File: config.mk
export PLATFORM = sky130hd
export DESIGN_NAME = wb_port
export DESIGN_NICKNAME = d
export VERILOG_FILES = /design/src/wb_bus_pkg.sv /design/src/wb_port.sv
export SDC_FILE = /design/constraint.sdc
export NUM_CORES = 1
export LEC_CHECK = 0
export BUFFER_PORTS_ARGS = -buffer_cell sky130_fd_sc_hd__buf_2
export CAP_MARGIN = 20
export CORE_ASPECT_RATIO = 0.6
export CORE_UTILIZATION = 37
export DETAILED_ROUTE_END_ITERATION = 8
export GPL_ROUTABILITY_DRIVEN = 1
export HOLD_SLACK_MARGIN = 0.12
export PLACE_DENSITY_LB_ADDON = 0.15
export REMOVE_ABC_BUFFERS = 1
export SYNTH_ARGS = -nofsm -noshare
export SYNTH_HDL_FRONTEND = slang
export SYNTH_SLANG_ARGS = --single-unit
File: constraint.sdc
create_clock -name clk -period 1.6 [get_ports clk]
set_input_delay 0.16 -clock clk [delete_from_list [all_inputs] [get_ports clk]]
set_output_delay 0.16 -clock clk [all_outputs]
set_load 0.05 [all_outputs]
File: src/wb_bus_pkg.sv
// Wishbone bus widths and the request and response records between controller and port
package wb_bus_pkg;

	localparam int WB_ADDR_W = 32;
	localparam int WB_DATA_W = 32;

	// one bus transfer as issued by the controller
	typedef struct packed {
		logic [WB_ADDR_W-1:0] adr;
		logic [WB_DATA_W-1:0] dat;
		logic                 we;
	} wb_req_t;

	// completion of a transfer, read data valid with ack
	typedef struct packed {
		logic [WB_DATA_W-1:0] dat;
		logic                 ack;
	} wb_rsp_t;

endpackage

File: src/wb_port.sv
// Wishbone classic cycle driver holding one request until ack and capturing read data
module wb_port
	import wb_bus_pkg::*;
(
	input  logic                 clk,
	input  logic                 rst,
	input  logic                 req_valid_i,
	input  wb_req_t              req_i,
	output logic                 busy_o,
	output logic                 done_o,
	output wb_rsp_t              rsp_o,
	output logic [WB_ADDR_W-1:0] wb_adr_o,
	output logic [WB_DATA_W-1:0] wb_dat_o,
	input  logic [WB_DATA_W-1:0] wb_dat_i,
	output logic                 wb_we_o,
	output logic                 wb_cyc_o,
	output logic                 wb_stb_o,
	input  logic                 wb_ack_i
);
	logic cyc_q;
	logic done_q;
	wb_req_t req_q;
	logic [WB_DATA_W-1:0] rdata_q;
	logic start;
	logic finish;

	assign start  = req_valid_i && !cyc_q;
	assign finish = cyc_q && wb_ack_i;

	always_ff @(posedge clk) begin
		if (rst) begin
			cyc_q  <= 1'b0;
			done_q <= 1'b0;
		end else begin
			done_q <= finish;
			// cyc and stb fall in the cycle after ack
			if (start)
				cyc_q <= 1'b1;
			else if (finish)
				cyc_q <= 1'b0;
		end
	end

	always_ff @(posedge clk) begin
		if (start)
			req_q <= req_i;
		if (finish)
			rdata_q <= wb_dat_i;
	end

	assign busy_o   = cyc_q;
	assign done_o   = done_q;
	assign rsp_o    = '{dat: rdata_q, ack: done_q};
	assign wb_adr_o = req_q.adr;
	assign wb_dat_o = req_q.dat;
	assign wb_we_o  = req_q.we;
	assign wb_cyc_o = cyc_q;
	assign wb_stb_o = cyc_q;

endmodule

# [After elaboration in Yosys (flattened, before gate mapping)]
# Cells that the tools add are included.
[op_classes] mux=2 reduce_logical=4
[ops] cell="logical AND 1 bit" n=2
[ops] cell="two-way mux 1 bit" n=2
[ops] cell="nonzero test 2 bit" n=1
[ops] cell="zero test 1 bit" n=1
[totals] elab_cells=12 register_bits=99 inputBits=101

# [Logic depth before layout (Yosys ltp)]
[logic_depth] word_depth=3 depth_mapped=2 depth_no_buf=2

# [Worst setup path after synthesis]
# No wires, ideal clock.
[synth_timing] path_type="reg-to-reg" from="register cyc_q, in the netlist busy_o" to="register req_q (netlist bit wb_adr_o[0]), enable pin" setup_time_ns=0.393 path_stages_with_launch=2 required_time_ns=1.207 slack_ns=-0.306 arrival_time_ns=1.513 period_less_slack_ns=1.906 path_cell_list="dfxtp_1 > and2b_2"
[synth_via] elab_chain_len=2
[synth_rtl] element="from (decl)" line_no="wb_port.sv:20" rtl="logic cyc_q;"
[synth_rtl] element="from (signal assigned)" line_no="wb_port.sv:32" rtl="cyc_q <= 1'b0;"
[synth_rtl] element="from (signal assigned)" line_no="wb_port.sv:38" rtl="cyc_q <= 1'b1;"
[synth_rtl] element="from (signal assigned)" line_no="wb_port.sv:40" rtl="cyc_q <= 1'b0;"
[synth_rtl] element="zero test 1 bit" line_no="wb_port.sv:27" rtl="assign start = req_valid_i && !cyc_q;"
[synth_rtl] element="logical AND 1 bit" line_no="wb_port.sv:27"
[synth_rtl] element="named net start" line_no="wb_port.sv:24" rtl="logic start;"
[synth_rtl] element="to (signal assigned)" line_no="wb_port.sv:46" rtl="req_q <= req_i;"
[synth_rtl] element="to (decl)" line_no="wb_port.sv:22" rtl="wb_req_t req_q;"
# The timed path passes the listed nets, and every way through them passes these cells.
# A chain may end at the register's enable or synchronous reset.

# [Worst setup path after layout]
[layout_timing] from="input req_valid_i" to="register req_q (netlist bit wb_dat_o[15]), enable pin"
[layout_via] elab_chain_len=1
[layout_rtl] element="from (decl)" line_no="wb_port.sv:7" rtl="input logic req_valid_i,"
[layout_rtl] element="logical AND 1 bit" line_no="wb_port.sv:27"
[layout_rtl] element="named net start" line_no="wb_port.sv:24"
# The timed path passes the listed nets, and every way through them passes these cells.

==> flow_summary_export.csv <==
group,metric,value,unit
die,die_w,119,um
worst_setup_path,crit_path_start_kind,"input pin",
power,power_density,1120,mW/mm2
clocking,clock_latency,330,ps
cells_and_area,fin_cells,530,
grt,grt_first_pass_wirelength,11.4,mm
clocking,clk_pin_slew,60,ps
die,pin_count,203,
timing,period_needed,1300,ps
timing,slew_headroom,0.700,
placed_design,port_buffers,202,
grt,grt-ovfl-total,0,
cells_and_area,layout_common_cells,"buf_2 (202), dlygate4sd3_1 (99), edfxtp_1 (97)",
cells_and_area,insertedDiodeCount,0,
worst_setup_path,arrival,1290,ps
hold_path,hold_depth,2,
drt,drt_pass1_iterations,4,
drt,viasPerCell,4.13,
hold_path,min_to,"rdata_q[12]$_DFFE_PP_",
grt,grtUsageTotal,0.186,
clocking,h-tree-depth,3,
placed_design,placed_cells,415,
cells_and_area,syn_to_final_growth,80.1,%
die,std_cell_rows,25,
timing,setup_violations,0,
timing,finalSetupTns,0,ps
grt,grt_max_degree,66,
worst_setup_path,crit_required,1590,ps
hold_path,min_path_type,"in -> reg",
clocking,post_cts_buffers,0,
status,outcome,"complete, no violations",
cells_and_area,final_common_cell,"buf_2",
cells_and_area,drive_above_1_share,0.521,
drt,wl_per_cell,14.7,um
clocking,cts_tree,"done",
logic_synthesis,synth_cells,107,
hold_path,hold_start,"wb_ack_i",
logic_synthesis,ys_ff_latch,99,
worst_setup_path,path_class,"in -> reg",
drt,ant_nets,0,
worst_setup_path,r2r_cells,2,
logic_synthesis,ys_seq_area_frac,0.978,
timing,finalHoldViolCount,0,
power,ir_worst_vdd,0.847,mV
drt,routed_wl,7.82,mm
grt,antenna_found_initial,0,
clocking,numCtsBuffers,9,
drt,vias,2190,
cells_and_area,layout.nets,518,
clocking,cts-resized-gates,0,
worst_setup_path,cp_slowest_cell,"dlygate4sd3_1",
logic_synthesis,yosys_warnings,0,
worst_setup_path,cp_max_fo,65,
die,design.die.area,0.00854,mm2
logic_synthesis,syn_avg_cell_area,28.2,um2
drt,drc,0,
worst_setup_path,timing.rr.end,"wb_dat_o[15]$_DFFE_PP_",
worst_setup_path,r2r_setup_slack,310,ps
drt,drt_first_iter_violations,68,
logic_synthesis,synth_cell_types,8,
timing,max_freq,0.771,GHz
timing,rsz0062_at_grt,"false",
worst_setup_path,end_kind,"flop",
worst_setup_path,worstReg2RegStart,"busy_o$_SDFFE_PP0P_",
grt,grt_pass1_vias,2270,
worst_setup_path,slowest_delay,510,ps
die,core_area,0.00788,mm2
clocking,ctsHoldBuffers,99,
timing,worst_pin_slew,451,ps
logic_synthesis,synthesis.area,0.00302,mm2
clocking,cts.sinks,99,
clocking,cts_buffer_depth,2,
timing,fin_crit_sh,0.811,
die,fp.dieH,72.0,um
power,cellLeakagePower,2.31,nW
job,cap_violations,0,
timing,whs,443,ps
timing,finalClockSkew,5.22,ps
cells_and_area,fillers,582,
timing,maxSlewViolCount,0,
worst_setup_path,crit_chain,"dlygate4sd3_1 -> buf_2 -> and2b_2 -> buf_12",
clocking,root_buffer,"clkbuf_16",
die,initial_core_util,0.383,
placed_design,gp_congestion,0.699,
## per-stage QoR
step,power [W],setup slack (ps),util,cell area [um2]
2_1_floorplan,0.00363,-772,-,3000
3_3_place_gp,0.00389,367,0.528,4160
3_5_place_dp,0.00390,337,0.528,4160
4_1_cts,0.00615,317,0.690,5440
5_1_grt,0.00628,258,0.690,5440
6_report,0.00608,303,0.690,5440
## synthesized netlist by cell type
cell      count  area (um2)
edfxtp_1     97        2910
buf_4         3        22.5
dfxtp_1       2        40.0
and2_4        1        8.76
and2b_2       1        8.76
nor2_1        1        3.75
nor2b_4       1        13.8
nor3_2        1        10.0
## registers in the layout, summed over array words and instances (netlist names)
name	count
busy_o	1
wb_we_o	1
rdata_q	32
wb_adr_o	32
done_o	1
wb_dat_o	32
## metal layers
metal,vias up,wire length (um),track usage,part of all wire
li1,1045,-,-,-
met1,1028,2910,0.193,0.37
met2,110,4110,0.340,0.53
met3,7,692,0.0825,0.089
met4,0,105,0.0675,0.013
met5,-,0,0,0
## how the worst max path moves through the flow
stage                                    from                endpoint  slack (ps)  depth (start not counted)
after global placement    busy_o$_SDFFE_PP0P_  wb_dat_o[23]$_DFFE_PP_         370                          2
after floorplan           busy_o$_SDFFE_PP0P_   wb_adr_o[0]$_DFFE_PP_        -770                          1
final                             req_valid_i  wb_dat_o[15]$_DFFE_PP_         300                          4
after detailed placement  busy_o$_SDFFE_PP0P_  wb_adr_o[29]$_DFFE_PP_         340                          2
after CTS                         req_valid_i  wb_dat_o[24]$_DFFE_PP_         320                          4
after global routing      busy_o$_SDFFE_PP0P_  wb_adr_o[21]$_DFFE_PP_         260                          2
## area by class of cell
type / instances / area [um2] / share of cell area
clock buffers: 10 / 229 / 0.0421
well taps: 108 / 135 / 0.0248
multi-input cells: 5 / 45.0 / 0.00828
flip-flops and latches: 99 / 2950 / 0.543
repair buffers: 302 / 2020 / 0.372
clock inverters: 6 / 56.3 / 0.0103
## report_power, final
group          total [W]  switching, W  internal (W)
clock network    0.00204      0.000842       0.00120
logic           0.000997      0.000655      0.000341
registers        0.00305     0.0000327       0.00301
total            0.00608       0.00153       0.00455
## logic make-up after synthesis
logic type / after synthesis / synth area share
AND/OR/NAND/NOR: 5 / 0.0149
buffers and inverters: 3 / 0.00746
flip-flops: 99 / 0.978
## worst max-delay path, delay by kind of cell
kind                   cells  cell delay [ps]
buffers and inverters      3              900
AND/OR/NAND/NOR            1              170
Power figures use the tool's default switching activity.
