`src/sync_fifo.sv`:
```
// synchronous circular-buffer FIFO with first-word-fall-through output and typed payload
module sync_fifo #(
	parameter int  DEPTH     = 4,
	parameter type payload_t = logic
) (
	input  logic     clk,
	input  logic     rst,
	input  logic     push_i,
	input  payload_t data_i,
	output logic     full_o,
	input  logic     pop_i,
	output payload_t data_o,
	output logic     empty_o
);
	localparam int PTR_W = (DEPTH > 1) ? $clog2(DEPTH) : 1;
	localparam int CNT_W = $clog2(DEPTH + 1);

	payload_t mem [DEPTH];
	logic [PTR_W-1:0] wr_ptr;
	logic [PTR_W-1:0] rd_ptr;
	logic [CNT_W-1:0] count;
	logic do_push;
	logic do_pop;

	// wrap at DEPTH, which need not be a power of two
	function automatic logic [PTR_W-1:0] next_ptr(input logic [PTR_W-1:0] ptr);
		if (ptr == PTR_W'(DEPTH - 1))
			return '0;
		return ptr + 1'b1;
	endfunction

	assign full_o  = (count == CNT_W'(DEPTH));
	assign empty_o = (count == '0);
	// requests against a full or empty queue are dropped here
	assign do_push = push_i && !full_o;
	assign do_pop  = pop_i && !empty_o;
	// head entry is visible without a pop
	assign data_o  = mem[rd_ptr];

	always_ff @(posedge clk) begin
		if (rst) begin
			wr_ptr <= '0;
			rd_ptr <= '0;
			count  <= '0;
		end else begin
			if (do_push)
				wr_ptr <= next_ptr(wr_ptr);
			if (do_pop)
				rd_ptr <= next_ptr(rd_ptr);
			case ({do_push, do_pop})
				2'b10:   count <= count + 1'b1;
				2'b01:   count <= count - 1'b1;
				default: count <= count;
			endcase
		end
	end

	always_ff @(posedge clk) begin
		if (do_push)
			mem[wr_ptr] <= data_i;
	end

endmodule

```
`config.mk`:
```
export PLATFORM = sky130hd
export DESIGN_NAME = sync_fifo
export DESIGN_NICKNAME = d
export VERILOG_FILES = /design/src/sync_fifo.sv
export SDC_FILE = /design/constraint.sdc
export NUM_CORES = 1
export LEC_CHECK = 0
export BUFFER_PORTS_ARGS = -buffer_cell sky130_fd_sc_hd__buf_4
export CAP_MARGIN = 25
export CORE_ASPECT_RATIO = 1.2
export CORE_MARGIN = 2
export CORE_UTILIZATION = 38
export DETAILED_ROUTE_END_ITERATION = 10
export GPL_TIMING_DRIVEN = 0
export HOLD_SLACK_MARGIN = 0.1
export SLEW_MARGIN = 20
export SYNTH_ARGS = -nofsm -noshare
export SYNTH_HDL_FRONTEND = slang
export SYNTH_SLANG_ARGS = --single-unit
```
`constraint.sdc`:
```
create_clock -name clk -period 1.8 [get_ports clk]
set_input_delay 0.27 -clock clk [delete_from_list [all_inputs] [get_ports clk]]
set_output_delay 0.27 -clock clk [all_outputs]
set_load 0.05 [all_outputs]
```
## Word level (Yosys, flattened, before mapping)

Memory sizes are Yosys's and may differ from the RTL's. A register that Yosys moved wholly into a read port is not among the register bits.
Index checks and enable logic that the tools add are counted.

| storage, ports and cells | value |
|---|---|
| flip-flop bits (word level) | 7 |
| bits in writable memories | 4 |
| input port bits | 5 |
| output and inout port bits | 3 |
| logic and storage cells | 34 |
| memories | 1 |

| operators by class | value |
|---|---|
| $add $sub $neg | 4 |
| equality and inequality tests | 5 |
| muxes and demuxes | 15 |
| reductions and logical operators | 6 |

Memories:

| memory | depth | bits a word | rd ports | clocked after memory_dff | wr ports | RTL line | source |
|---|---|---|---|---|---|---|---|
| mem | 4 | 1 | 1 | 1 | 1 | 18 | `payload_t mem [DEPTH];` |

Operator list:

| cell | count |
|---|---|
| two-way mux 2 bit | 6 |
| two-way mux 1 bit | 8 |
| == test 2 bit (second input constant) | 3 |
| case mux 3 bit (2 select lines) | 1 |
| adder 2 x 1 -> 2 bit (second input constant) | 2 |
| adder 3 x 1 -> 3 bit (second input constant) | 1 |
| == test 3 bit (second input constant) | 1 |
| zero test 3 bit | 1 |
| subtractor 3 x 1 -> 3 bit (second input constant) | 1 |
| == test 2 x 1 -> 1 bit (second input constant) | 1 |
| logical AND 1 bit | 2 |
| zero test 1 bit | 2 |
| nonzero test 2 bit | 1 |

## Logic depth before layout (Yosys ltp)

| logic depth | value |
|---|---|
| depth in word-level cells | 8 |
| mapped depth | 9 |
| mapped depth without buffers | 9 |

## Least setup slack after synthesis

No wires, ideal clock.

| timing path | value |
|---|---|
| path kind | register to register |
| start | register count[2] |
| end | register count[2] |
| setup time | 0.070 ns |
| arrival | 2.286 ns |
| required time | 1.730 ns |
| setup slack | -0.556 ns |
| cell stages (with the launch flop) | 10 |
| buffers on the path | 0 |
| period minus slack after synthesis | 2.356 ns |
| cells stage by stage | dfxtp_1 nor3b_4 nor2b_4 inv_1 ha_1 inv_1 fa_1 xor2_1 or3_1 a21oi_1 |

| on the way | value |
|---|---|
| cells in the longest elaborated chain, start to end | 5 |
| elaborated cells on any way between the ends | 12 |
| classes of those cells | 2 x add/sub; 3 x eq/ne; 1 x mux; 6 x reduce/logical |

RTL lines:

| what | RTL line | source |
|---|---|---|
| start, declared | 21 | `logic [CNT_W-1:0] count;` |
| start signal, assigned | 51 | `2'b10: count <= count + 1'b1;` |
| start signal, assigned | 52 | `2'b01: count <= count - 1'b1;` |
| start signal, assigned | 53 | `default: count <= count;` |
| == test 3 bit * | 32 | `assign full_o = (count == CNT_W'(DEPTH));` |
| named net full_o | 10 | `output logic full_o,` |
| zero test 1 bit * | 35 | `assign do_push = push_i && !full_o;` |
| logical AND 1 bit * | 35 |  |
| == test 2 x 1 -> 1 bit or == test 2 bit (tied branches) | 50 | `case ({do_push, do_pop})` |
| case mux 3 bit (2 select lines) or nonzero test 2 bit (tied branches) | -- |  |

The timed path passes the listed nets; every way through them passes the cells marked *.
A chain may end at the register's enable or synchronous reset.

## Worst setup path after layout

| timing path | value |
|---|---|
| start | register count[1] |
| end | register count[2] |

| on the way | value |
|---|---|
| cells in the longest elaborated chain, start to end | 5 |
| elaborated cells on any way between the ends | 12 |
| classes of those cells | 2 x add/sub; 3 x eq/ne; 1 x mux; 6 x reduce/logical |

RTL lines:

| what | RTL line |
|---|---|
| == test 3 bit or zero test 3 bit (tied branches) | 32, 33 |
| zero test 1 bit, on equally long branches | 35, 36 |
| logical AND 1 bit, on equally long branches | 35, 36 |
| == test 2 x 1 -> 1 bit or == test 2 bit (tied branches) | 50 |
| case mux 3 bit (2 select lines) or nonzero test 2 bit (tied branches) | -- |

Several ways; a longest one is shown, not always the timed one.

==> flow_summary_export.csv <==
group,metric,value,unit
status,status,"finished with violations",
status,violations,"negative setup slack",
setup_path,worstPathRequired,2.00,ns
routing,drcViolationCount,0,
yosys,avgSynthCellArea,11.4,um^2
setup_path,cp-start-kind,"flip-flop",
yosys,synthDistinctLibCells,22,
sta,clock-skew-final,0.00413,ns
routing,wl_per_cell,10.3,um
final_layout,finalCoreUtilization,52.8,%
global_routing,grt_pass1_wl,1480,um
sta,slew_headroom,74.2,%
hold_path,hp-class,"primary input to flip-flop",
routing,avgViaCountPerCell,4.65,
placement,dpl.cell_count,81,
clocking,cts_made_buffers,3,
clocking,clock_latency,0.27,ns
clocking,cts_tree,"built",
sta,fin_crit_sh,103,%
placement,io_buffer_count,6,
floorplan,dieArea,2060,um^2
routing,dr.pass1.iters,2,
floorplan,die_y,49.4,um
sta,worstMarginPinSlew,0.387,ns
yosys,ys_warn_count,0,
sta,timing.fmax,0.539,GHz
sta,min_period,1.86,ns
final_layout,syn_to_final_growth,31.3,%
clocking,root_buffer,"clkbuf_4",
pwr,p_leak,0.366,nW
placement,routabilityCongestion,0.707,
sta,timing.hold.ws,0.198,ns
yosys,netlist_instances,57,
yosys,synthesis.area,652,um^2
clocking,clockBufferDepth,2,
setup_path,cp-end-kind,"flip-flop",
setup_path,path_max_fanout,4,
clocking,htree_num_levels,1,
clocking,cts_sinks,13,
sta,rsz0062_at_grt,"yes",
global_routing,grt_use_total,9.71,%
floorplan,fp.dieW,41.8,um
pwr,p_per_area,1390,nW/um^2
final_layout,stdcell_count,94,
yosys,syn_nets,69,
sta,setup_viol_count_final,1,
floorplan,core_area,1620,um^2
floorplan,pin_count,8,
sta,fin_ws,-0.0570,ns
yosys,synth-seq-cells,13,
routing,wl,971,um
final_layout,num_antenna_cells,0,
final_layout,nNetsFinal,89,
routing,final_antenna_net_count,0,
sta,hold_viol,0,
floorplan,rows,16,
placement,hpwl,678,um
global_routing,grt_max_degree,10,
routing,drtIter0Drc,3,
final_layout,layout-drive-gt1-share,46.1,%
setup_path,arrival,2.06,ns
final_layout,nFillCells,151,
pwr,vdd_drop_max,0.810,mV
clocking,postCtsHoldBufs,0,
run,cap_violations,0,
routing,dr_total_vias,437,
sta,slew_violations,0,
global_routing,overflow,0,
global_routing,first_global_vias,389,
global_routing,antenna_found_initial,0,
floorplan,initial_core_util,40.2,%
setup_path,crit_type,"flip-flop to flip-flop",
clocking,clk_pin_slew,0.07,ns
yosys,yosysSeqAreaShare,46.1,%
==> power breakdown <==
| part | switching, mW | internal, mW |
|---|---|---|
| Combinational | 0.305 | 0.279 |
| Sequential | 0.0535 | 0.376 |
| Clock | 0.0865 | 0.0858 |
==> worst paths after layout <==
path         slack [ns]        end      start  cells after the start
max               -0.06   count[2]   count[1]                      9
min                0.20     mem[3]     data_i                      1
max reg2reg       -0.06   count[2]   count[1]                      9
min reg2reg        0.50  rd_ptr[0]  rd_ptr[0]                      2
==> Yosys cell counts (all sizes together) <==
cell,n,area [um^2]
a21oi,3,18.8
and2,4,25.0
clkbuf,1,3.75
dfxtp,9,180
edfxtp,4,120
fa,1,20.0
ha,6,75.1
inv,7,26.3
mux2,1,15.0
mux2i,2,20.0
mux4,1,22.5
nand2,1,3.75
nand2b,2,12.5
nor2,5,18.8
nor2b,1,13.8
nor3,2,10.0
nor3b,1,18.8
o21ai,1,5.00
o31ai,1,12.5
or3,2,12.5
xor2,2,17.5
==> final cells by class <==
class                           instances  area [um^2]  area share (%)
Inverter                                7         26.3            3.07
Clock buffer                            4         26.3            3.07
Sequential cell                        13          309            36.1
Tap cell                               18         22.5            2.63
Timing Repair Buffer                   15          113            13.2
Buffer                                  1         3.75           0.439
Multi-Input combinational cell         36          355            41.5
==> cells by family (layout without fill, tap and decap cells) <==
group           Yosys count  after routing  share of synthesized area [%]
flops                    13             13                           46.1
mux                       4              4                           8.83
simple gates             18             18                           17.7
xor+xnor                  2              2                           2.69
compound gates            5              5                           5.57
buf+inv                   8             27                           4.61
fa+ha+maj                 7              7                           14.6
==> per-stage QoR <==
step                power (mW)  setup TNS [ns]  worst slack [ns]  area (um^2)
finish                    1.19         -0.0570           -0.0570          856
global route              1.26          -0.167            -0.139          856
CTS                       1.11          -0.101            -0.101          797
detailed placement       0.881          -0.181            -0.151          731
global placement         0.875          -0.153            -0.136          731
floorplan                0.784          -0.794            -0.466          663
==> layout by cell type (no fill, tap or decap) <==
| master | netlist | final |
|---|---|---|
| inv_1 | 7 | 4 |
| ha_1 | 6 | 5 |
| o21ai_0 | 1 | 1 |
| edfxtp_1 | 4 | 4 |
| nand2_1 | 1 | 1 |
| mux4_2 | 1 | 1 |
| nor3_1 | 2 | 2 |
| mux2i_1 | 2 | 2 |
| dfxtp_2 | 0 | 1 |
| fa_2 | 0 | 1 |
| dfxtp_4 | 0 | 2 |
| xor2_1 | 2 | 2 |
| ha_4 | 0 | 1 |
| inv_2 | 0 | 3 |
| nor2_2 | 0 | 1 |
| o31ai_4 | 0 | 1 |
| clkbuf_4 | 0 | 3 |
| nor2b_4 | 1 | 1 |
| a21oi_2 | 1 | 3 |
| mux2_4 | 1 | 1 |
| buf_4 | 0 | 15 |
| and2_1 | 4 | 4 |
| nor2_1 | 5 | 4 |
| dfxtp_1 | 9 | 6 |
| or3_1 | 2 | 2 |
| clkbuf_1 | 1 | 2 |
| nand2b_1 | 2 | 2 |
| nor3b_4 | 1 | 1 |
==> timing repair <==
action	CTS	global route
pin swaps	1	2
gates resized for setup	1	7
setup endpoints to repair	2	2
hold endpoints to repair	0	0
setup buffers	5	4
==> routing by layer <==
metal,track usage (%),vias to the layer above,part of all wire [%]
met1,10.6,200,40
met3,5.56,2,5.0
met5,0,-,0
li1,-,227,-
met2,14.8,8,53
met4,4.84,0,1.4
==> critical path, cell delays in order, from the launching register on <==
cell	delay, ns
dfxtp_4	0.36
nor3b_4	0.24
nor2b_4	0.07
inv_2	0.06
ha_4	0.12
inv_2	0.03
fa_2	0.32
xor2_1	0.15
or3_1	0.32
a21oi_2	0.11
Power figures use the tool's default switching activity.
