$ cat src/host_cmd_pkg.sv
// host command opcodes, ping signature, command beat and response record types
package host_cmd_pkg;

	// opcodes as carried in the code field of a command beat
	typedef enum logic [31:0] {
		PING      = 32'd0,
		WRITE     = 32'd1,
		READ      = 32'd2,
		WSTREAM_C = 32'd3,
		RSTREAM_C = 32'd5,
		RSTREAM   = 32'd6
	} cmd_code_e;

	// data word returned for a ping
	localparam logic [31:0] PING_SIGNATURE = 32'h00001EAF;

	// one command beat from the host
	// code is kept as a raw word so unknown opcodes can still arrive
	// stream commands carry the word count in data,
	// write stream data beats use data only
	typedef struct packed {
		logic [31:0] code;
		logic [31:0] addr;
		logic [31:0] data;
	} cmd_t;

	// one response record to the host
	// status is the inverted opcode
	typedef struct packed {
		logic [31:0] status;
		logic [31:0] addr;
		logic [31:0] data;
		logic [15:0] count;
	} rsp_t;

endpackage

$ cat src/wb_bus_pkg.sv
// Wishbone bus widths and the request and response records between controller and port
package wb_bus_pkg;

	localparam int WB_ADDR_W = 32;
	localparam int WB_DATA_W = 32;

	// one bus transfer as issued by the controller
	typedef struct packed {
		logic [WB_ADDR_W-1:0] adr;
		logic [WB_DATA_W-1:0] dat;
		logic                 we;
	} wb_req_t;

	// completion of a transfer, read data valid with ack
	typedef struct packed {
		logic [WB_DATA_W-1:0] dat;
		logic                 ack;
	} wb_rsp_t;

endpackage

$ cat src/wb_master_ctrl.sv
// command decode and sequencing FSM for single and burst Wishbone transfers
module wb_master_ctrl
	import host_cmd_pkg::*;
	import wb_bus_pkg::*;
(
	input  logic    clk,
	input  logic    rst,
	input  logic    cmd_empty_i,
	input  cmd_t    cmd_i,
	output logic    cmd_pop_o,
	input  logic    rsp_full_i,
	output logic    rsp_push_o,
	output rsp_t    rsp_o,
	output logic    req_valid_o,
	output wb_req_t req_o,
	input  logic    busy_i,
	input  logic    done_i,
	input  wb_rsp_t wb_rsp_i
);
	typedef enum logic [2:0] {
		S_IDLE,
		S_DECODE,
		S_ISSUE,
		S_WAIT,
		S_WBEAT,
		S_RESP
	} state_e;

	state_e state_q;
	cmd_t cmd_q;
	logic [WB_ADDR_W-1:0] addr_q;
	logic [WB_ADDR_W-1:0] base_q;
	logic [WB_DATA_W-1:0] wdata_q;
	logic [15:0] remain_q;
	logic [15:0] total_q;
	logic we_q;
	logic incr_q;
	logic more_q;
	rsp_t rsp_q;
	logic [31:0] status;
	logic xfer_done;

	assign status    = ~cmd_q.code;
	assign xfer_done = done_i && wb_rsp_i.ack;

	// pop the opcode beat when idle, or a data beat inside a write stream
	assign cmd_pop_o   = ((state_q == S_IDLE) || (state_q == S_WBEAT)) && !cmd_empty_i;
	assign rsp_push_o  = (state_q == S_RESP) && !rsp_full_i;
	assign rsp_o       = rsp_q;
	// hold off the bus while the response queue is full, so read data always has a slot
	assign req_valid_o = (state_q == S_ISSUE) && !busy_i && !rsp_full_i;
	assign req_o       = '{adr: addr_q, dat: wdata_q, we: we_q};

	always_ff @(posedge clk) begin
		if (rst) begin
			state_q  <= S_IDLE;
			remain_q <= '0;
			total_q  <= '0;
			we_q     <= 1'b0;
			incr_q   <= 1'b0;
			more_q   <= 1'b0;
		end else begin
			case (state_q)
				S_IDLE: begin
					if (!cmd_empty_i) begin
						cmd_q   <= cmd_i;
						state_q <= S_DECODE;
					end
				end
				S_DECODE: begin
					addr_q   <= cmd_q.addr;
					base_q   <= cmd_q.addr;
					wdata_q  <= cmd_q.data;
					remain_q <= cmd_q.data[15:0];
					total_q  <= cmd_q.data[15:0];
					// fixed-address read stream is the only non-incrementing mode
					incr_q   <= (cmd_q.code != RSTREAM);
					more_q   <= 1'b0;
					case (cmd_q.code)
						PING: begin
							rsp_q   <= '{status: status, addr: '0,
								data: PING_SIGNATURE, count: '0};
							state_q <= S_RESP;
						end
						WRITE: begin
							we_q    <= 1'b1;
							state_q <= S_ISSUE;
						end
						READ: begin
							we_q    <= 1'b0;
							state_q <= S_ISSUE;
						end
						RSTREAM_C, RSTREAM: begin
							// header first, then one record per word
							we_q    <= 1'b0;
							rsp_q   <= '{status: status, addr: cmd_q.addr,
								data: '0, count: cmd_q.data[15:0]};
							more_q  <= (cmd_q.data[15:0] != '0);
							state_q <= S_RESP;
						end
						WSTREAM_C: begin
							we_q <= 1'b1;
							if (cmd_q.data[15:0] == '0) begin
								rsp_q   <= '{status: status, addr: cmd_q.addr,
									data: '0, count: '0};
								state_q <= S_RESP;
							end else begin
								state_q <= S_WBEAT;
							end
						end
						// unknown opcode is dropped silently
						default: state_q <= S_IDLE;
					endcase
				end
				S_ISSUE: begin
					if (req_valid_o)
						state_q <= S_WAIT;
				end
				S_WAIT: begin
					if (xfer_done) begin
						case (cmd_q.code)
							WRITE: begin
								rsp_q   <= '{status: status, addr: addr_q,
									data: wdata_q, count: '0};
								state_q <= S_RESP;
							end
							READ: begin
								rsp_q   <= '{status: status, addr: addr_q,
									data: wb_rsp_i.dat, count: '0};
								state_q <= S_RESP;
							end
							RSTREAM_C, RSTREAM: begin
								// count is words left including this one
								rsp_q    <= '{status: status, addr: addr_q,
									data: wb_rsp_i.dat, count: remain_q};
								addr_q   <= incr_q ? addr_q + 1'b1 : addr_q;
								remain_q <= remain_q - 1'b1;
								more_q   <= (remain_q != 16'd1);
								state_q  <= S_RESP;
							end
							default: begin
								// write stream beat finished
								addr_q   <= incr_q ? addr_q + 1'b1 : addr_q;
								remain_q <= remain_q - 1'b1;
								if (remain_q == 16'd1) begin
									rsp_q   <= '{status: status, addr: base_q,
										data: wdata_q, count: total_q};
									state_q <= S_RESP;
								end else begin
									state_q <= S_WBEAT;
								end
							end
						endcase
					end
				end
				S_WBEAT: begin
					if (!cmd_empty_i) begin
						wdata_q <= cmd_i.data;
						state_q <= S_ISSUE;
					end
				end
				S_RESP: begin
					if (!rsp_full_i)
						state_q <= more_q ? S_ISSUE : S_IDLE;
				end
				default: state_q <= S_IDLE;
			endcase
		end
	end

endmodule

$ cat config.mk
export PLATFORM = sky130hd
export DESIGN_NAME = wb_master_ctrl
export DESIGN_NICKNAME = d
export VERILOG_FILES = /design/src/host_cmd_pkg.sv /design/src/wb_bus_pkg.sv /design/src/wb_master_ctrl.sv
export SDC_FILE = /design/constraint.sdc
export NUM_CORES = 1
export LEC_CHECK = 0
export BUFFER_PORTS_ARGS = -buffer_cell sky130_fd_sc_hd__buf_2
export CORE_ASPECT_RATIO = 1.4
export CORE_UTILIZATION = 37
export DETAILED_ROUTE_END_ITERATION = 8
export RECOVER_POWER = 25
export SYNTH_ARGS = -nofsm -noshare
export SYNTH_HDL_FRONTEND = slang
export SYNTH_SLANG_ARGS = --single-unit
export TNS_END_PERCENT = 20
$ cat constraint.sdc
create_clock -name clk -period 20.1 [get_ports clk]
set_clock_uncertainty 0.05 [all_clocks]
set_input_delay 3.015 -clock clk [delete_from_list [all_inputs] [get_ports clk]]
set_output_delay 3.015 -clock clk [all_outputs]
set_load 0.02 [all_outputs]
Word-level counts from Yosys, hierarchy flattened
Cells that the tools add are included. W data, S select, Z words.

Flip-flop bits (word level): 342. Output and inout port bits: 180. Word-level logic and storage cells: 107.

Add/subtract/negate cells: 2. Equal/unequal tests: 24. Multiplexer cells: 31. Bitwise logic cells: 3. Reductions and logical operators: 31.

Operator list (number): $pmux W112 S3 (2); $mux W112 (3); $pmux W112 S2 (1); $mux W32 (4); $pmux W32 S2 (2); $eq A32 B2 Y1 const B (2); $eq A32 B3 Y1 const B (2); $add A32 B1 Y32 const B (1); $eq A32 B1 Y1 const B (1); $logic_not A32 Y1 (1); $mux W16 (2); $ne A32 B3 Y1 const B (1); $not A32 Y32 (1); $pmux W16 S2 (1); $pmux W3 S6 (1); $eq A16 B1 Y1 const B (1); $logic_not A16 Y1 (1); $ne A16 B1 Y1 const B (1); $ne A2 B2 Y1 const B (8); $reduce_bool A16 Y1 (1); $sub A16 B1 Y16 const B (1); $mux W3 (5); $reduce_and A3 Y1 (4); $reduce_and A5 Y1 (2); 21 further kinds (42).

Depth between registers and ports, before layout
Gate-level depths: netlist of run 1.

Depth after elaboration: 5. Mapped depth: 8. Depth with buffers taken out: 7.

Worst setup path after synthesis of run 1
OpenSTA, ideal clock, no wires.

Path kind: input to register. From: input done_i. To: register rsp_q, in the netlist rsp_o[0] (enable). Library setup time: 0.924 ns. Data arrival time: 15.564 ns. Data required time: 19.126 ns. Setup slack: 3.562 ns. Cell stages on the path: 4. Cells stage by stage: nand2_1 > a21o_1 > clkbuf_1 > a2111oi_1.

Word-level cells in the longest chain between the ends: 3.

RTL lines: start, declared (RTL line wb_master_ctrl.sv:17) `input logic done_i,`; $logic_and A1 B1 Y1 (RTL line wb_master_ctrl.sv:44) `assign xfer_done = done_i && wb_rsp_i.ack;`; $ne A2 B2 Y1 (no line); $reduce_and A6 Y1 (no line); end signal, assigned (RTL line wb_master_ctrl.sv:81) `rsp_q <= '{status: status, addr: '0,`; end signal, assigned (RTL line wb_master_ctrl.sv:96) `rsp_q <= '{status: status, addr: cmd_q.addr,`; end signal, assigned (RTL line wb_master_ctrl.sv:104) `rsp_q <= '{status: status, addr: cmd_q.addr,`; end, declared (RTL line wb_master_ctrl.sv:39) `rsp_t rsp_q;`.

Every way passes these cells. A chain may end at the register's enable or synchronous reset.

Final worst setup path of run 1
From: input rsp_full_i. To: output req_valid_o.

Word-level cells in the longest chain between the ends: 2.

RTL lines: start, declared (RTL line wb_master_ctrl.sv:11) `input logic rsp_full_i,`; $logic_not A1 Y1; $logic_and A1 B1 Y1 (RTL line wb_master_ctrl.sv:51) `assign req_valid_o = (state_q == S_ISSUE) && !busy_i && !rsp_full_i;`; end, declared (RTL line wb_master_ctrl.sv:14) `output logic req_valid_o,`.

Every way passes these cells.

==> impl_results.md, run 1 <==
- Die Height: 234.5 um
- Bufs on Longest Clock Path: 3
- Number of synthesized flops with an enable pin: 304
- Die X: 168.1 um
- Via-per-instance ratio: 5.273
- CP required: 17,040 ps
- Pre-CTS setup slack: 13,190 ps
- Most used cell, CP: buf_2
- Post-CTS Setup Bufs: 0
- Most used flip-flop cell after synthesis: edfxtp_1
- CTS tree: built
- Cell area after synthesis: 14,290 um^2
- Nets: 1,476
- Final WL: 37.13 mm
- CP bufs+invs: 2
- Crit path max-delay cell type: or3_1
- Gr ovfl total: 0
- TritonCTS Sinks: 342
- Netlist cell types: 61
- WS Path Type: in -> out
- Synth async-reset ratio: 0%
- Initial antenna violation count: 3
- Worst slew pin tran: 3846 ps
- Global-route wire length before repair: 55.63 mm
- Routed vias: 9,712
- Layout cells sized above 1: 30.53%
- LEAKAGE: 6.536 nW
- Element type at the critical path end: primary output
- Outcome: complete, but fails checks
- Area share of the leading cell type in the synthesized netlist: 63.89%
- Iter 0 DRT Violations: 583
- Antenna Nets Post-Route: 0
- Area leader, netlist: edfxtp_1
- Crit-path max cell delay: 370 ps
- DR WL/cell: 20.16 um
- Comb pwr share: 7.1%
- Die ar.: 39,420 um^2
- IO Port Bufs: 314
- Net Sw Frac: 22.81%
- Crit-path leading delay family: simple AND/OR/NAND/NOR gates
- Crit path time final: 6919 ps
- Synth Instances: 1,037
- RSZ-0062 raised after global routing: no
- VDD IR max: 73.00 uV
- Failing checks: capacitance limit, slew limit
- Most instantiated cells after synthesis: edfxtp_1 (304), nand2_1 (89), mux2i_1 (79), a21oi_1 (54), nor2_1 (48)
- Final Cell Area: 17,530 um^2
- TritonCTS Buffers: 36
- Hold Violations, Final: 0
- Fin. max-slew vios: 155
- Pwr/cell area: 94.49 nW/um^2
- First-pass DRT Iterations: 5
- Worst Path Max Fanout: 3
- HPWL Detailed: 24.46 mm
- Sw Pwr: 0.3780 mW
- Placer's final routability congestion estimate: 0.7914
- Largest net degree at the start of global routing: 96
- Root Driver: clkbuf_16
- P_int: 1.279 mW
- Post-CTS Resized: 0
- DRC Markers: 0
- CP Launch Type: input port
- Largest cells by area after synthesis: edfxtp_1 (64%), mux2i_1 (5.5%), dfxtp_1 (5.3%), mux2_2 (2.5%), nand2_1 (2.3%)
- Max Clk Rate: 0.1445 GHz
- Number of global-route vias before repair: 9,638
- Synthesized area per cell: 13.78 um^2
- Final cycle utilization of the critical path: 34.42%
- Initial core utilization: 37.76%
- Hold buffers post-CTS: 0
- Critical Path AT: 3850 ps
- Cell Chain, Critical Path: buf_2, or3_1, nor3_1, buf_2
- Setup TNS: 0 ps
- FP Rows: 84
- Seq pwr share: 50.3%
- # Max-Cap Violations: 2
- Ports: 315
- Worst hold path type: reg -> reg
- GRT Resource Usage Total: 18.54%
- Filler cells: 3,429
- Clock slew at reported path FFs: 60 ps
- Area Growth Syn to Fin: 22.71%
- Clk pwr share: 42.7%
- Clk_lat worst skew: 520 ps
- Hold Slack: 401.1 ps
- Total nets after synthesis: 1,175
- Most common cell in the netlist: edfxtp_1
- Sequential share of the synthesized area: 69.21%
- Total power: 1.657 mW
- Core Area: 37,840 um^2
- # setup viols final: 0
- YS warnings: 0
- Worst rel slew slack: -156.4%
- H-tree levels: 2
- DP Area: 16,320 um^2
- Worst Slack Setup Final: 13,180 ps
- Synth Register Bits: 342
-- layout make-up --
cell class                      count  area [um^2]  area share [%]
Sequential cell                   342         9889           56.40
Multi-Input combinational cell    588         4001           22.82
Timing Repair Buffer              328         1642           9.363
Clock buffer                       41        940.9           5.366
Tap cell                          473        591.8           3.375
Clock inverter                     25        302.8           1.727
Inverter                           42        157.7          0.8992
Antenna cell                        3        7.507         0.04282
-- worst reg2reg max path, delay by kind of cell (launching register included) --
kind	cells	cell delay (ps)
flops	1	600
buf+inv	2	4780
compound gates	1	340
simple gates	2	620
-- logic make-up (layout without fill, tap and decap cells) --
family / Yosys count / in the layout / share of synthesized area (%)
AOI/OAI and AO/OA: 199 / 199 / 8.582
and+or+nand+nor: 242 / 242 / 8.722
muxes: 111 / 111 / 8.056
other: 0 / 3 / 0
buffers and inverters: 107 / 436 / 3.144
xor gates and xnor gates: 33 / 33 / 2.023
adders and majority gates: 3 / 3 / 0.2627
DFF: 342 / 342 / 69.21
-- layer usage --
layer  wire length (um)  vias to the layer above  GRT usage (%)  share of wire, %
met5                 23                        -              0             0.062
met2              18860                      346          33.20                51
met3               2479                       63          4.422               6.7
met4                977                        4          6.705               2.6
li1                   -                     4534              -                 -
met1              14790                     4765          21.61                40
-- metrics by stage --
stage	std cells	util (%)
CTS	1839	46.43
finish	1842	46.34
global route	1839	46.32
global placement	1773	43.14
floorplan	1037	-
detailed placement	1773	43.14
-- path summary, 6_finish.rpt --
| check | endpoint | depth (start not counted) | from | slack (ps) |
|---|---|---|---|---|
| hold reg to reg | base_q[1] | 0 | cmd_q[33] | 400 |
| setup reg to reg | rsp_o[74] | 5 | state_q[2] | 13460 |
| setup / recovery | req_valid_o | 4 | rsp_full_i | 13180 |
| hold / removal | base_q[1] | 0 | cmd_q[33] | 400 |
-- cells in the final DEF (no fill, tap or decap), types with 14 or more instances in the layout --
cell and instances:
o22ai_1 33, nor3_1 19, inv_1 42, xnor2_1 26, mux2i_1 79, edfxtp_1 304, nor2_1 46, o21ai_0 49
dfxtp_1 38, nand2_1 89, buf_2 292, a21oi_1 53, clkbuf_1 28, mux2_2 32, o2bb2ai_1 14, clkbuf_16 37
-- power by group through the flow --
stage | clock network [mW] | registers, mW | logic, mW
4_1_cts | 0.728 | 0.833 | 0.120
3_3_place_gp | 0 | 0.847 | 0.117
6_report | 0.707 | 0.833 | 0.117
3_5_place_dp | 0 | 0.848 | 0.119
5_1_grt | 0.752 | 0.836 | 0.128
2_1_floorplan | 0 | 0.866 | 0.0534
-- flip-flops by register name (all words and copies together) (netlist names) --
signal and count:
more_q 1, state_q 3, we_q 1, total_q 16
cmd_q 96, rsp_o 112, wdata_q 32, addr_q 32
remain_q 16, base_q 32, incr_q 1
Note: power is estimated with default switching activity, not from simulation.
==> run 2: changes to the inputs <==
==> constraint.sdc (replaced) <==
create_clock -name clk -period 7 [get_ports clk]
set_clock_uncertainty 0.05 [all_clocks]
set_input_delay 1.05 -clock clk [delete_from_list [all_inputs] [get_ports clk]]
set_output_delay 1.05 -clock clk [all_outputs]
set_load 0.02 [all_outputs]
==> run 2 against run 1 <==
- largest cell class unchanged
- register-to-register slack got worse by 9900 ps
- sequential cell count is the same
- critical endpoint is now rsp_o[74]
- the flow now finishes without violations
- critical path depth rose by 3
- setup slack worse by 9600 ps
- die area did not move
- non-clock buffer count grew 1
- total power rose to 2.9 times the previous value
- first-iteration DRC count rose by 20%
- sequential power rose to 2.9 times the previous value
- hold slack worse by 5.4 ps
- combinational power grew to 2.9 times the previous value
- count of clock-buffer cells in the layout rose by 4
==> impl_results.md, run 2 (synthesis gave the netlist of run 1 again) <==
- IO Port Bufs: 314 (unchanged)
- TritonCTS Sinks: 342 (unchanged)
- Seq pwr share: 49.5% (-0.8 points)
- TritonCTS Buffers: 36 (unchanged)
- Worst rel slew slack: 26.01% (+180 points)
- Max Clk Rate: 0.2890 GHz
- Hold Crit Depth: 0 (unchanged)
- Post-CTS Resized: 0 (unchanged)
- Bufs on Longest Clock Path: 3 (unchanged)
- H-tree levels: 2 (unchanged)
- Hold buffers post-CTS: 0 (unchanged)
- Gr ovfl total: 0 (unchanged)
- Commonest non-fill, non-tap cell in the layout: edfxtp_1
- # Max-Cap Violations: 0 (-2)
- HPWL Detailed: 24.85 mm (+1.6%)
- Setup TNS: 0 ps (unchanged)
- Total power: 4.831 mW (+190%)
- DRC Markers: 0 (unchanged)
- Final cycle utilization of the critical path: 49.42%
- LEAKAGE: 6.443 nW (-1.4%)
- Root Driver: clkbuf_16
- Critical Path AT: 3560 ps (-290 ps)
- WS Path Type: reg -> reg
- Final WL: 37.16 mm (about the same)
- DR WL/cell: 20.17 um (about the same)
- Placer's final routability congestion estimate: 0.8133 (+2.8%)
- Clock slew at reported path FFs: 60 ps (about the same)
- P_int: 3.722 mW (+190%)
- Crit path time final: 3460 ps
- First-pass DRT Iterations: 5 (unchanged)
- Outcome: finished clean
- Hold Slack: 395.6 ps (-5.448 ps)
- Layout cells sized above 1: 27.36% (-3.2 points)
- Area Growth Syn to Fin: 22.93%
- Most frequent cells in the layout: edfxtp_1 (304), buf_2 (246), nand2_1 (89), mux2i_1 (79), clkbuf_1 (75)
- Post-CTS Setup Bufs: 0 (unchanged)
- Pre-CTS setup slack: 3562 ps (-9629 ps)
- Initial antenna violation count: 3 (unchanged)
- Routed vias: 9,709 (-0.031%)
- Sw Pwr: 1.108 mW (+190%)
- Comb pwr share: 6.9% (-0.2 points)
- Worst slew pin tran: 1107 ps (-2739 ps)
- Largest net degree at the start of global routing: 96 (unchanged)
- Nets: 1,477 (+0.068%)
- R2r worst-path depth: 7 (+2)
- Initial core utilization: 37.76% (unchanged)
- GRT Resource Usage Total: 18.60% (+0.067 points)
- Net Sw Frac: 22.94% (+0.13 points)
- Die ar.: 39,420 um^2 (unchanged)
- Fin. max-slew vios: 0 (-100%)
- Die X: 168.1 um (unchanged)
- Clk_lat worst skew: 550 ps (+30 ps)
- Core Area: 37,840 um^2 (unchanged)
- Worst Slack Setup Final: 3540 ps (-9641 ps)
- CTS tree: built
- Pwr/cell area: 275.0 nW/um^2 (+190%)
- Worst hold path type: reg -> reg
- Hold Violations, Final: 0 (unchanged)
- Die Height: 234.5 um (unchanged)
- CP Launch Type: register
- # setup viols final: 0 (unchanged)
- Iter 0 DRT Violations: 697 (+20%)
- Clk pwr share: 43.6% (+0.9 points)
- Ports: 315 (unchanged)
- Number of flip-flops in the largest register: 112 (unchanged)
- VDD IR max: 185.5 uV (+150%)
- Worst Path Max Fanout: 61 (+58)
- Number of global-route vias before repair: 9,784 (+1.5%)
- Via-per-instance ratio: 5.271 (about the same)
- Antenna Nets Post-Route: 0 (unchanged)
- Global-route wire length before repair: 55.85 mm (+0.38%)
- Element type at the critical path end: register
- Filler cells: 3,460 (+0.90%)
- Final core area utilization: 46.43% (+0.086 points)
- RSZ-0062 raised after global routing: no
- CP required: 7100 ps (-9940 ps)
- FP Rows: 84 (unchanged)
==> run 2: cell types whose count changed in the layout (fill, tap and decap cells not counted), sizes merged <==
cell and delta:
clkbuf +48, clkinv -5, diode -1, bufinv +1
buf -43
==> run 2: final timing paths <==
check,start,end,slack [ps]
worst max-delay path,cmd_q[67],rsp_o[74],3540
worst min-delay path,cmd_q[59],base_q[27],400
worst max register to register,cmd_q[67],rsp_o[74],3540
worst min register to register,cmd_q[59],base_q[27],400
==> run 2: area by class of cell <==
cell class,instances,area (um^2),share of cell area [%]
clock inverters,21,350.3,1.994
diodes,2,5.005,0.02849
clock buffers,45,954.7,5.435
repair buffers,329,1599,9.103
inverters,42,157.7,0.8975
multi-input cells,588,4018,22.87
well taps,473,591.8,3.369
flip-flops and latches,342,9889,56.30
==> run 2: power by group through the flow <==
stage / logic, mW / clock network [mW] / registers (mW)
floorplan: 0.155 / 0 / 2.47
global placement: 0.338 / 0 / 2.43
detailed placement: 0.342 / 0 / 2.43
CTS: 0.343 / 2.15 / 2.39
global route: 0.367 / 2.23 / 2.40
finish: 0.335 / 2.11 / 2.39
==> run 2: worst max-delay path: stages, from the launching register on <==
cell and delay (ps):
edfxtp_1 400, nor4_1 380, nand4_1 340, nor2_1 400
a21oi_1 120, buf_4 230, a2111oi_4 340, buf_4 690
==> run 2: metal layers <==
layer / track usage (%) / vias to the layer above / part of all wire [%]
met1: 21.81 / 4773 / 40
met2: 33.87 / 338 / 52
met4: 5.881 / 2 / 2.2
met3: 4.052 / 53 / 6.1
li1: - / 4543 / -
met5: 0 / - / 0.032
==> run 2: per-stage QoR <==
step	instances	cell area (um^2)
after floorplan	1037	14310
after global placement	1774	16350
after detailed placement	1774	16350
after CTS	1840	17650
after global routing	1840	17560
final	1842	17570
